--- src/source/dl_pkg.sv ---
`default_nettype none

package dl_pkg;

    // Frame opcodes sent by the I/O controller as the first byte after SS falls
    localparam logic [7:0] DL_OP_START = 8'h53;
    localparam logic [7:0] DL_OP_DATA  = 8'h54;
    localparam logic [7:0] DL_OP_END   = 8'h55;

    // SDRAM word address width
    localparam int ADDR_W = 22;

    // Entries in each FIFO
    localparam int FIFO_DEPTH = 8;

    // Synchronizer stages on SCK, SS and DI
    localparam int SCK_SYNC = 2;

    // One received SPI byte with its framing tags
    typedef struct packed {
        logic [7:0] data;
        // First byte of a frame
        logic       is_op;
        // SS rose since the previous byte
        logic       frame_end;
    } dl_byte_t;

    // One word write toward the SDRAM
    typedef struct packed {
        logic [ADDR_W-1:0] addr;
        logic [15:0]       data;
        // Active high byte mask, bit 0 masks the low byte
        logic [1:0]        dqm;
    } mem_word_t;

endpackage

`default_nettype wire
--- src/source/dl_top.sv ---
`timescale 1ns/1ps
`default_nettype none

module dl_top (
    input  logic              clk,
    input  logic              rst,
    input  logic              spi_sck,
    input  logic              spi_ss,
    input  logic              spi_di,
    output logic              mem_req,
    output dl_pkg::mem_word_t mem_word,
    input  logic              mem_ack,
    output logic              downloading,
    output logic              dwnld_busy
);

    logic              rx_push;
    logic              overflow;
    dl_pkg::dl_byte_t  rx_byte;
    dl_pkg::dl_byte_t  byte_dout;
    logic              byte_full;
    logic              byte_empty;
    logic              pk_pop;
    logic              pk_push;
    logic              partial;
    dl_pkg::mem_word_t pk_word;
    dl_pkg::mem_word_t word_dout;
    logic              word_full;
    logic              word_empty;
    logic              wp_pop;
    logic              port_idle;
    logic              start_pop;
    logic              drained;

    spi_byte_rx u_rx (
        .clk      ( clk       ),
        .rst      ( rst       ),
        .spi_sck  ( spi_sck   ),
        .spi_ss   ( spi_ss    ),
        .spi_di   ( spi_di    ),
        .push     ( rx_push   ),
        .byte_out ( rx_byte   ),
        .full     ( byte_full ),
        .overflow ( overflow  )
    );

    dl_fifo #(.payload_t(dl_pkg::dl_byte_t)) u_byte_fifo (
        .clk   ( clk        ),
        .rst   ( rst        ),
        .push  ( rx_push    ),
        .din   ( rx_byte    ),
        .full  ( byte_full  ),
        .pop   ( pk_pop     ),
        .dout  ( byte_dout  ),
        .empty ( byte_empty )
    );

    dl_packer u_packer (
        .clk         ( clk         ),
        .rst         ( rst         ),
        .pop         ( pk_pop      ),
        .byte_in     ( byte_dout   ),
        .empty       ( byte_empty  ),
        .push        ( pk_push     ),
        .word_out    ( pk_word     ),
        .full        ( word_full   ),
        .downloading ( downloading ),
        .partial     ( partial     )
    );

    dl_fifo #(.payload_t(dl_pkg::mem_word_t)) u_word_fifo (
        .clk   ( clk        ),
        .rst   ( rst        ),
        .push  ( pk_push    ),
        .din   ( pk_word    ),
        .full  ( word_full  ),
        .pop   ( wp_pop     ),
        .dout  ( word_dout  ),
        .empty ( word_empty )
    );

    sdram_wr_port u_wr_port (
        .clk      ( clk        ),
        .rst      ( rst        ),
        .pop      ( wp_pop     ),
        .word_in  ( word_dout  ),
        .empty    ( word_empty ),
        .mem_req  ( mem_req    ),
        .mem_word ( mem_word   ),
        .mem_ack  ( mem_ack    ),
        .idle     ( port_idle  )
    );

    // Same edge at which the packer raises downloading
    assign start_pop = pk_pop & byte_dout.is_op & (byte_dout.data == dl_pkg::DL_OP_START);

    // Nothing left anywhere between the SPI link and the memory
    assign drained = ~downloading & byte_empty & word_empty & ~partial & port_idle;

    always_ff @(posedge clk) begin
        if (rst) begin
            dwnld_busy <= 1'b0;
        end else if (start_pop) begin
            dwnld_busy <= 1'b1;
        end else if (drained) begin
            dwnld_busy <= 1'b0;
        end
    end

endmodule

`default_nettype wire

--- src/source/sdram_wr_port.sv ---
`timescale 1ns/1ps
`default_nettype none

module sdram_wr_port (
    input  logic              clk,
    input  logic              rst,
    output logic              pop,
    input  dl_pkg::mem_word_t word_in,
    input  logic              empty,
    output logic              mem_req,
    output dl_pkg::mem_word_t mem_word,
    input  logic              mem_ack,
    output logic              idle
);

    typedef enum logic [1:0] {
        IDLE,
        REQ,
        WAIT_ACK_LOW
    } state_t;

    state_t            state;
    dl_pkg::mem_word_t word_q;

    // A new word is taken only once the previous ack has dropped
    assign pop      = (state == IDLE) & ~empty & ~mem_ack;
    assign mem_req  = (state == REQ);
    assign mem_word = word_q;
    assign idle     = (state == IDLE) & ~mem_ack;

    always_ff @(posedge clk) begin
        if (rst) begin
            state <= IDLE;
        end else begin
            case (state)
                IDLE: begin
                    if (pop) begin
                        state <= REQ;
                    end
                end
                REQ: begin
                    // Memory has written the word
                    if (mem_ack) begin
                        state <= WAIT_ACK_LOW;
                    end
                end
                WAIT_ACK_LOW: begin
                    if (!mem_ack) begin
                        state <= IDLE;
                    end
                end
                default: state <= IDLE;
            endcase
        end
    end

    // Held from the rise of req until ack falls
    always_ff @(posedge clk) begin
        if (pop) begin
            word_q <= word_in;
        end
    end

endmodule

`default_nettype wire

--- src/source/dl_packer.sv ---
`timescale 1ns/1ps
`default_nettype none

module dl_packer (
    input  logic              clk,
    input  logic              rst,
    output logic              pop,
    input  dl_pkg::dl_byte_t  byte_in,
    input  logic              empty,
    output logic              push,
    output dl_pkg::mem_word_t word_out,
    input  logic              full,
    output logic              downloading,
    output logic              partial
);

    logic [dl_pkg::ADDR_W:0] byte_addr;
    logic                    data_en;
    logic                    have_lo;
    logic [7:0]              lo_byte;
    logic                    push_q;
    logic                    op_start;
    logic                    op_data;
    logic                    op_end;
    logic                    take_byte;
    logic                    take_hi;
    logic                    flush;

    assign pop = ~empty & ~full;

    assign op_start = pop & byte_in.is_op & (byte_in.data == dl_pkg::DL_OP_START);
    assign op_data  = pop & byte_in.is_op & (byte_in.data == dl_pkg::DL_OP_DATA);
    assign op_end   = pop & byte_in.is_op & (byte_in.data == dl_pkg::DL_OP_END);

    // Payload bytes only count inside an open DATA frame
    assign take_byte = pop & ~byte_in.is_op & ~byte_in.frame_end & data_en;
    assign take_hi   = take_byte & byte_addr[0];
    assign flush     = op_end & have_lo;

    assign push    = push_q;
    assign partial = have_lo | push_q;

    always_ff @(posedge clk) begin
        if (rst) begin
            downloading <= 1'b0;
            data_en     <= 1'b0;
            have_lo     <= 1'b0;
            push_q      <= 1'b0;
            byte_addr   <= '0;
        end else begin
            // A word refused by a full FIFO stays pending
            push_q <= (push_q & full) | take_hi | flush;
            if (pop && byte_in.is_op) begin
                // Unknown opcodes close packing until the next DATA frame
                data_en <= op_data & downloading;
            end
            if (op_start) begin
                downloading <= 1'b1;
                byte_addr   <= '0;
                have_lo     <= 1'b0;
            end
            if (op_end) begin
                downloading <= 1'b0;
                have_lo     <= 1'b0;
            end
            if (take_byte) begin
                byte_addr <= byte_addr + 1'b1;
                have_lo   <= ~byte_addr[0];
            end
        end
    end

    always_ff @(posedge clk) begin
        if (take_byte && !byte_addr[0]) begin
            lo_byte <= byte_in.data;
        end
        if (take_hi) begin
            word_out.addr <= byte_addr[dl_pkg::ADDR_W:1];
            word_out.data <= {byte_in.data, lo_byte};
            word_out.dqm  <= 2'b00;
        end else if (flush) begin
            // Odd byte count, high half of the last word is masked
            word_out.addr <= byte_addr[dl_pkg::ADDR_W:1];
            word_out.data <= {8'h00, lo_byte};
            word_out.dqm  <= 2'b10;
        end
    end

endmodule

`default_nettype wire

--- src/source/dl_fifo.sv ---
`timescale 1ns/1ps
`default_nettype none

module dl_fifo #(
    parameter type payload_t = dl_pkg::dl_byte_t
) (
    input  logic     clk,
    input  logic     rst,
    input  logic     push,
    input  payload_t din,
    output logic     full,
    input  logic     pop,
    output payload_t dout,
    output logic     empty
);

    localparam int DEPTH = dl_pkg::FIFO_DEPTH;
    localparam int PTR_W = $clog2(DEPTH);

    payload_t         mem [DEPTH];
    logic [PTR_W-1:0] wr_ptr;
    logic [PTR_W-1:0] rd_ptr;
    logic [PTR_W:0]   count;
    logic             do_push;
    logic             do_pop;

    assign do_push = push & ~full;
    assign do_pop  = pop & ~empty;
    assign full    = (count == (PTR_W+1)'(DEPTH));
    assign empty   = (count == '0);

    // Head entry is always visible
    assign dout = mem[rd_ptr];

    always_ff @(posedge clk) begin
        if (do_push) begin
            mem[wr_ptr] <= din;
        end
    end

    always_ff @(posedge clk) begin
        if (rst) begin
            wr_ptr <= '0;
            rd_ptr <= '0;
            count  <= '0;
        end else begin
            if (do_push) begin
                wr_ptr <= (wr_ptr == PTR_W'(DEPTH - 1)) ? '0 : wr_ptr + 1'b1;
            end
            if (do_pop) begin
                rd_ptr <= (rd_ptr == PTR_W'(DEPTH - 1)) ? '0 : rd_ptr + 1'b1;
            end
            case ({do_push, do_pop})
                2'b10:   count <= count + 1'b1;
                2'b01:   count <= count - 1'b1;
                default: count <= count;
            endcase
        end
    end

endmodule

`default_nettype wire

--- src/source/spi_byte_rx.sv ---
`timescale 1ns/1ps
`default_nettype none

module spi_byte_rx (
    input  logic             clk,
    input  logic             rst,
    input  logic             spi_sck,
    input  logic             spi_ss,
    input  logic             spi_di,
    output logic             push,
    output dl_pkg::dl_byte_t byte_out,
    input  logic             full,
    output logic             overflow
);

    localparam int SN = dl_pkg::SCK_SYNC;

    logic [SN-1:0] sck_sr;
    logic [SN-1:0] ss_sr;
    logic [SN-1:0] di_sr;
    logic          sck_d;
    logic          ss_d;
    logic          sck_rise;
    logic          ss_fall;
    logic          ss_rise;
    logic          bit_vld;
    logic          bit_val;
    logic [2:0]    bit_cnt;
    logic [7:0]    shift;
    logic          byte_done;
    logic          first;
    logic          ss_rose;

    assign sck_rise = sck_sr[SN-1] & ~sck_d;
    assign ss_fall  = ~ss_sr[SN-1] & ss_d;
    assign ss_rise  = ss_sr[SN-1] & ~ss_d;

    // Oversampling of the SPI lines, SS idles high
    always_ff @(posedge clk) begin
        if (rst) begin
            sck_sr <= '0;
            ss_sr  <= '1;
            di_sr  <= '0;
            sck_d  <= 1'b0;
            ss_d   <= 1'b1;
        end else begin
            sck_sr <= {sck_sr[SN-2:0], spi_sck};
            ss_sr  <= {ss_sr[SN-2:0], spi_ss};
            di_sr  <= {di_sr[SN-2:0], spi_di};
            sck_d  <= sck_sr[SN-1];
            ss_d   <= ss_sr[SN-1];
        end
    end

    // Bit counter, any SS edge throws away a partial byte
    always_ff @(posedge clk) begin
        if (rst) begin
            bit_vld   <= 1'b0;
            bit_cnt   <= '0;
            byte_done <= 1'b0;
        end else begin
            bit_vld   <= sck_rise & ~ss_sr[SN-1];
            byte_done <= 1'b0;
            if (ss_rise || ss_fall) begin
                bit_cnt <= '0;
            end else if (bit_vld) begin
                bit_cnt   <= bit_cnt + 3'd1;
                byte_done <= (bit_cnt == 3'd7);
            end
        end
    end

    // MSB first
    always_ff @(posedge clk) begin
        if (sck_rise) begin
            bit_val <= di_sr[SN-1];
        end
        if (bit_vld) begin
            shift <= {shift[6:0], bit_val};
        end
    end

    always_ff @(posedge clk) begin
        if (rst) begin
            push     <= 1'b0;
            overflow <= 1'b0;
            first    <= 1'b0;
            ss_rose  <= 1'b0;
        end else begin
            push <= 1'b0;
            if (byte_done) begin
                // No room in the byte FIFO: the byte is lost for good
                if (full) begin
                    overflow <= 1'b1;
                end else begin
                    push <= 1'b1;
                end
                first   <= 1'b0;
                ss_rose <= 1'b0;
            end
            if (ss_fall) begin
                first <= 1'b1;
            end
            if (ss_rise) begin
                ss_rose <= 1'b1;
            end
        end
    end

    always_ff @(posedge clk) begin
        if (byte_done) begin
            byte_out.data      <= shift;
            byte_out.is_op     <= first;
            byte_out.frame_end <= ss_rose;
        end
    end

endmodule

`default_nettype wire

--- config.mk ---
export PLATFORM = sky130hd
export DESIGN_NAME = dl_top
export DESIGN_NICKNAME = d
export VERILOG_FILES = /design/src/source/dl_pkg.sv /design/src/source/dl_top.sv /design/src/source/sdram_wr_port.sv /design/src/source/dl_packer.sv /design/src/source/dl_fifo.sv /design/src/source/spi_byte_rx.sv
export SDC_FILE = /design/constraint.sdc
export NUM_CORES = 1
export LEC_CHECK = 0
export BUFFER_PORTS_ARGS = -buffer_cell sky130_fd_sc_hd__buf_2
export CORE_ASPECT_RATIO = 1.1
export CORE_UTILIZATION = 55
export CTS_CLUSTER_SIZE = 30
export DETAILED_ROUTE_END_ITERATION = 16
export PLACE_DENSITY = 0.81
export RECOVER_POWER = 25
export SYNTH_ARGS = -nofsm -noshare
export SYNTH_HDL_FRONTEND = slang
export SYNTH_SLANG_ARGS = --single-unit
--- constraint.sdc ---
create_clock -name clk -period 5.6 [get_ports clk]
set_input_delay 1.12 -clock clk [delete_from_list [all_inputs] [get_ports clk]]
set_output_delay 1.12 -clock clk [all_outputs]
set_load 0.1 [all_outputs]
Word-level counts from Yosys, hierarchy flattened
Memory sizes are Yosys's and may differ from the RTL's. A register that Yosys moved wholly into a read port is not among the register bits.
Cells that the tools add are included.
{ "op_classes": {"muxes": 29, "n_eq_ne": 19, "add_sub_neg": 10, "reduce_logical": 20, "n_bitwise": 45} }
{ "ops": {"columns": ["operator", "n"], "rows": [
  ["two-way mux 40 bit", 2],
  ["two-way mux 23 bit", 2],
  ["bitwise AND 1 bit", 27],
  ["== test 8 x 7 -> 1 bit (second input constant)", 3],
  ["adder 23 x 1 -> 23 bit (second input constant)", 1],
  ["two-way mux 3 bit", 6],
  ["case mux 4 bit (2 select lines)", 2],
  ["adder 3 x 1 -> 3 bit (second input constant)", 5],
  ["== test 3 bit (second input constant)", 5],
  ["NOT 1 bit", 15],
  ["nonzero test 2 bit", 7],
  ["two-way mux 1 bit", 13],
  ["adder 4 x 1 -> 4 bit (second input constant)", 2],
  ["== test 4 bit (second input constant)", 2],
  ["zero test 4 bit", 2],
  ["subtractor 4 x 1 -> 4 bit (second input constant)", 2],
  ["== test 2 x 1 -> 1 bit (second input constant)", 3],
  ["== test 2 bit (second input constant)", 3],
  ["two-way mux 2 bit", 3],
  ["case mux 2 bit (3 select lines)", 1],
  ["OR reduction 2 bit", 3],
  ["!= test 2 bit (second input constant)", 2],
  ["bitwise OR 1 bit", 3],
  ["AND reduction 3 bit", 1],
  ["other kinds (7)", 8]
]} }
{ "totals": {"out_inout_bits": 43, "n_memories": 2, "word_cells": 159, "reg_bits": 134, "ram_bits": 392} }
{ "mem_list": {"columns": ["name", "words", "width", "read_ports", "rd_clocked_by_memory_dff", "write_ports", "line_no", "rtl"], "rows": [
  ["u_word_fifo.mem", 8, 39, 1, 1, 1, "dl_fifo.sv:20", "payload_t mem [DEPTH];"],
  ["u_byte_fifo.mem", 8, 10, 1, 1, 1, "dl_fifo.sv:20", null]
]} }

Longest topological paths before layout
{ "depth": {"word_depth": 9, "mapped_depth": 12} }

Modules after synthesis
Synthesis repeated with hierarchy kept, for this count alone.
{ "unflattened": {"hier_cells": 1132, "area_unflattened_um2": 22454.0} }
{ "by_module_without_submodules": {"columns": ["mod", "cells_each", "instances", "area_per_inst_um2"], "rows": [
  ["dl_fifo (u_word_fifo)", 542, 1, 13025.0],
  ["dl_fifo (u_byte_fifo)", 195, 1, 3739.8],
  ["dl_packer", 266, 1, 3160.5],
  ["sdram_wr_port", 49, 1, 1296.2],
  ["spi_byte_rx", 71, 1, 1147.4],
  ["dl_top", 9, 1, 85.1]
]} }

Worst setup path before layout
OpenSTA, ideal clock, no wires.
{ "synth_path": {"path_type": "input -> register", "startpoint": "input mem_ack", "endpoint": "register u_wr_port.mem_word[10] (netlist name)", "setup_ns": 0.533, "cell_stages": 1, "t_arrival_ns": 4.899, "path_slack_ns": 0.168, "path_cell_list": "nor4_1"} }
{ "synth_via": {"elab_chain_len": 2} }
{ "synth_lines": {"columns": ["item", "line_no", "rtl"], "rows": [
  ["start: declaration", "dl_top.sv:12", "input logic mem_ack,"],
  ["NOT 1 bit", "sdram_wr_port.sv:26", "assign pop = (state == IDLE) & ~empty & ~mem_ack;"],
  ["bitwise AND 1 bit", "sdram_wr_port.sv:26", null]
]} }
Every way passes these cells.
A chain may end at the register's enable or synchronous reset.

==> key figures <==
Power
  • Pwr/cell area: 357 nW/um^2
  • Cell Int Power: 6.74 mW
  • Switch share: 0.214
  • Combinational share of power: 0.058
  • Clk pwr share: 0.402
  • Share of power burned in registers: 0.540
  • Peak VDD IR: 268 uV
  • Overall power consumption: 8.58 mW
  • P_sw: 1.84 mW
  • P_leak: 7.63 nW

Route
  • Number of remaining DRC errors: 0
  • DR pass1 iterations: 5
  • Vias: 10300
  • Wirelength per Cell: 22.1 um
  • Vias per cell: 5.94
  • Iteration-0 DRC Markers: 874
  • Routed Antenna Nets: 0
  • WL final: 38.4 mm

Yosys
  • Mapped Area: 21500 sq um
  • Most frequent cell after synthesis: edfxtp_1
  • Top cell type's share of synthesized area: 0.692
  • Largest area contributor in the netlist: edfxtp_1
  • Ranking of synthesized cells by area: edfxtp_1 (69%), mux4_2 (10%), dfxtp_1 (6.5%)
  • Ys Warns: 0
  • Post-synthesis cell count: 1125
  • Asr flop ratio synth: 0
  • Top cell types by occurrence after synthesis: edfxtp_1 (496), mux4_2 (96), dfxtp_1 (70)
  • Post-synth EDFFs: 496
  • Synth Area per Inst: 19.1 sq um
  • Most used DFF post-synth: edfxtp_1
  • Distinct cells, synth: 54
  • Syn nets: 1151
  • #FFs+latches synth: 566
  • Sequential cell area fraction in the yosys report: 0.757

STA
  • Final min period: 4.15 ns
  • Setup Skew: 0.0202 ns
  • RSZ-0062 raised after global routing: false
  • Worst rel slew slack: 0.164
  • Fmax: 241 MHz
  • Pins over their slew limit: 0
  • Final Cycle Share: 0.740
  • Slew @ Worst Pin: 1.25 ns
  • TNS Setup: 0 ns
  • Final Hold Fails: 0
  • Count of final setup violators: 0

Critical path
  • Worst-path fanout max: 23
  • Critical path required time: 6.01 ns
  • Worst setup SP type: flip-flop
  • Crit path kind: flip-flop to flip-flop
  • Worst EP arrival: 4.56 ns
  • Critical Path Sink Type: flip-flop

GRT
  • Number of global-route vias before repair: 10500
  • Met2 GRT Util: 0.337
  • Met3 GRT Util: 0.0281
  • Gr usage total: 0.198
  • Met1 GRT Util: 0.268
  • Most used routing layer: met2
  • Largest net degree at the start of global routing: 69
  • Overflow left after global routing: 0
  • Initial antenna violation count: 0
  • Global-route wire length before repair: 59.8 mm

Cells and area
  • Finished Layout Cells: 1736
  • Nets: 1219
  • Antenna cell count: 0
  • Share of layout cells above drive strength 1: 0.251
  • Area grow syn2layout: 11.7%
  • Post-route design area: 24000 sq um

Hold path
  • Hold Crit Class: flip-flop to flip-flop

Flow run
  • Max Cap Viol: 0

CTS
  • Hold Buf Count CTS: 0
  • Post_cts resized: 0
  • Clock Latency Late Sink: 0.58 ns
  • Root Buffer: clkbuf_16
  • Clock Path Buffers: 3
  • Post-CTS Setup Repair Bufs: 0
  • CTS tree: done
  • Num CTS Buffers: 52
  • Worst-path clk slew: 0.07 ns
  • H-tree depth: 2
  • CTS Sinks: 566

Die
  • Rows: 75
  • # IOs: 49
  • Die H: 209 um
  • Initial Util: 0.561
  • Die span in x: 191 um
  • Die ar.: 39900 sq um
  • Core area: 38400 sq um

Place
  • Detail Placement HPWL: 21.1 mm
  • Final GP Congestion: 0.781
  • Placed insts: 1639
  • Cell Area, Placed: 22400 sq um
  • I/O Buffers: 47

Run status
  • Status: complete, no violations
routing by layer:
layer,wire length [um],vias up
li1,-,4629
met1,15800,5289
met2,20000,343
met3,1930,57
met4,758,0
met5,0,-
placed cells by master (no fill, tap or decap), types with 17 or more instances in the layout:
cell type and count:
mux4_2 96, dfxtp_1 67, nand3_1 17, nor2_1 41, ha_1 19, clkbuf_16 52
and2_1 33, a21oi_1 32, inv_1 19, nand2_1 30, mux2_2 46, buf_2 47
buf_4 17, edfxtp_1 496
power by group through the flow:
stage                     sequential [mW]  combinational (mW)  clock [mW]
after CTS                            4.64               0.494        3.50
after global placement               4.73               0.470           0
after floorplan                      4.68               0.457           0
after detailed placement             4.73               0.486           0
after global routing                 4.64               0.538        3.66
final                                4.63               0.494        3.45
per-stage QoR:
stage | utilization | setup slack (ns) | hold slack (ns)
2_1_floorplan | - | 0.168 | 0.386
4_1_cts | 0.626 | 1.42 | 0.416
5_1_grt | 0.626 | 1.17 | 0.424
3_3_place_gp | 0.583 | 1.46 | 0.390
6_report | 0.626 | 1.45 | 0.412
3_5_place_dp | 0.583 | 1.44 | 0.404
path summary, 6_finish.rpt:
check	startpoint	end	slack (ns)	cells after the start
worst max-delay path	flip-flop	u_packer.byte_addr[7]	1.45	5
worst min-delay path	u_rx.di_sr[1]	u_rx.bit_val	0.41	0
worst max register to register	flip-flop	u_packer.byte_addr[7]	1.45	5
worst min register to register	u_rx.di_sr[1]	u_rx.bit_val	0.41	0
registers in the layout, indices dropped and copies added (netlist names), 8 cells and up, named ones only:
signal,flops
u_wr_port.mem_word,39
u_packer.word_out,39
u_rx.shift,8
u_word_fifo.mem,312
u_packer.byte_addr,23
u_rx.byte_out,10
u_byte_fifo.mem,80
u_packer.lo_byte,8
cells by family after synthesis:
| kind of cell | share of synthesized area |
|---|---|
| AO/OA/AOI/OAI | 0.0268 |
| adder cells (fa/ha/maj) | 0.0120 |
| AND/OR/NAND/NOR | 0.0548 |
| multiplexers | 0.130 |
| buffers and inverters | 0.0149 |
| other | 0.000174 |
| XOR/XNOR | 0.00407 |
| flip-flops | 0.757 |
worst max-delay path: stages, from the launching register on:
cell and delay [ns]:
dfxtp_1 1.01, mux4_2 0.60, mux2_2 0.29, or4b_1 0.71
o41ai_4 1.18, o21ai_1 0.19
area by class of cell:
cell class | count | area, sq um
clock inverters | 41 | 342
multi-input cells | 489 | 4990
well taps | 500 | 626
inverters | 20 | 75.1
clock buffers | 56 | 1330
repair buffers | 64 | 363
flip-flops and latches | 566 | 16300
fillers | 2505 | 14400
Power figures use the tool's default switching activity.
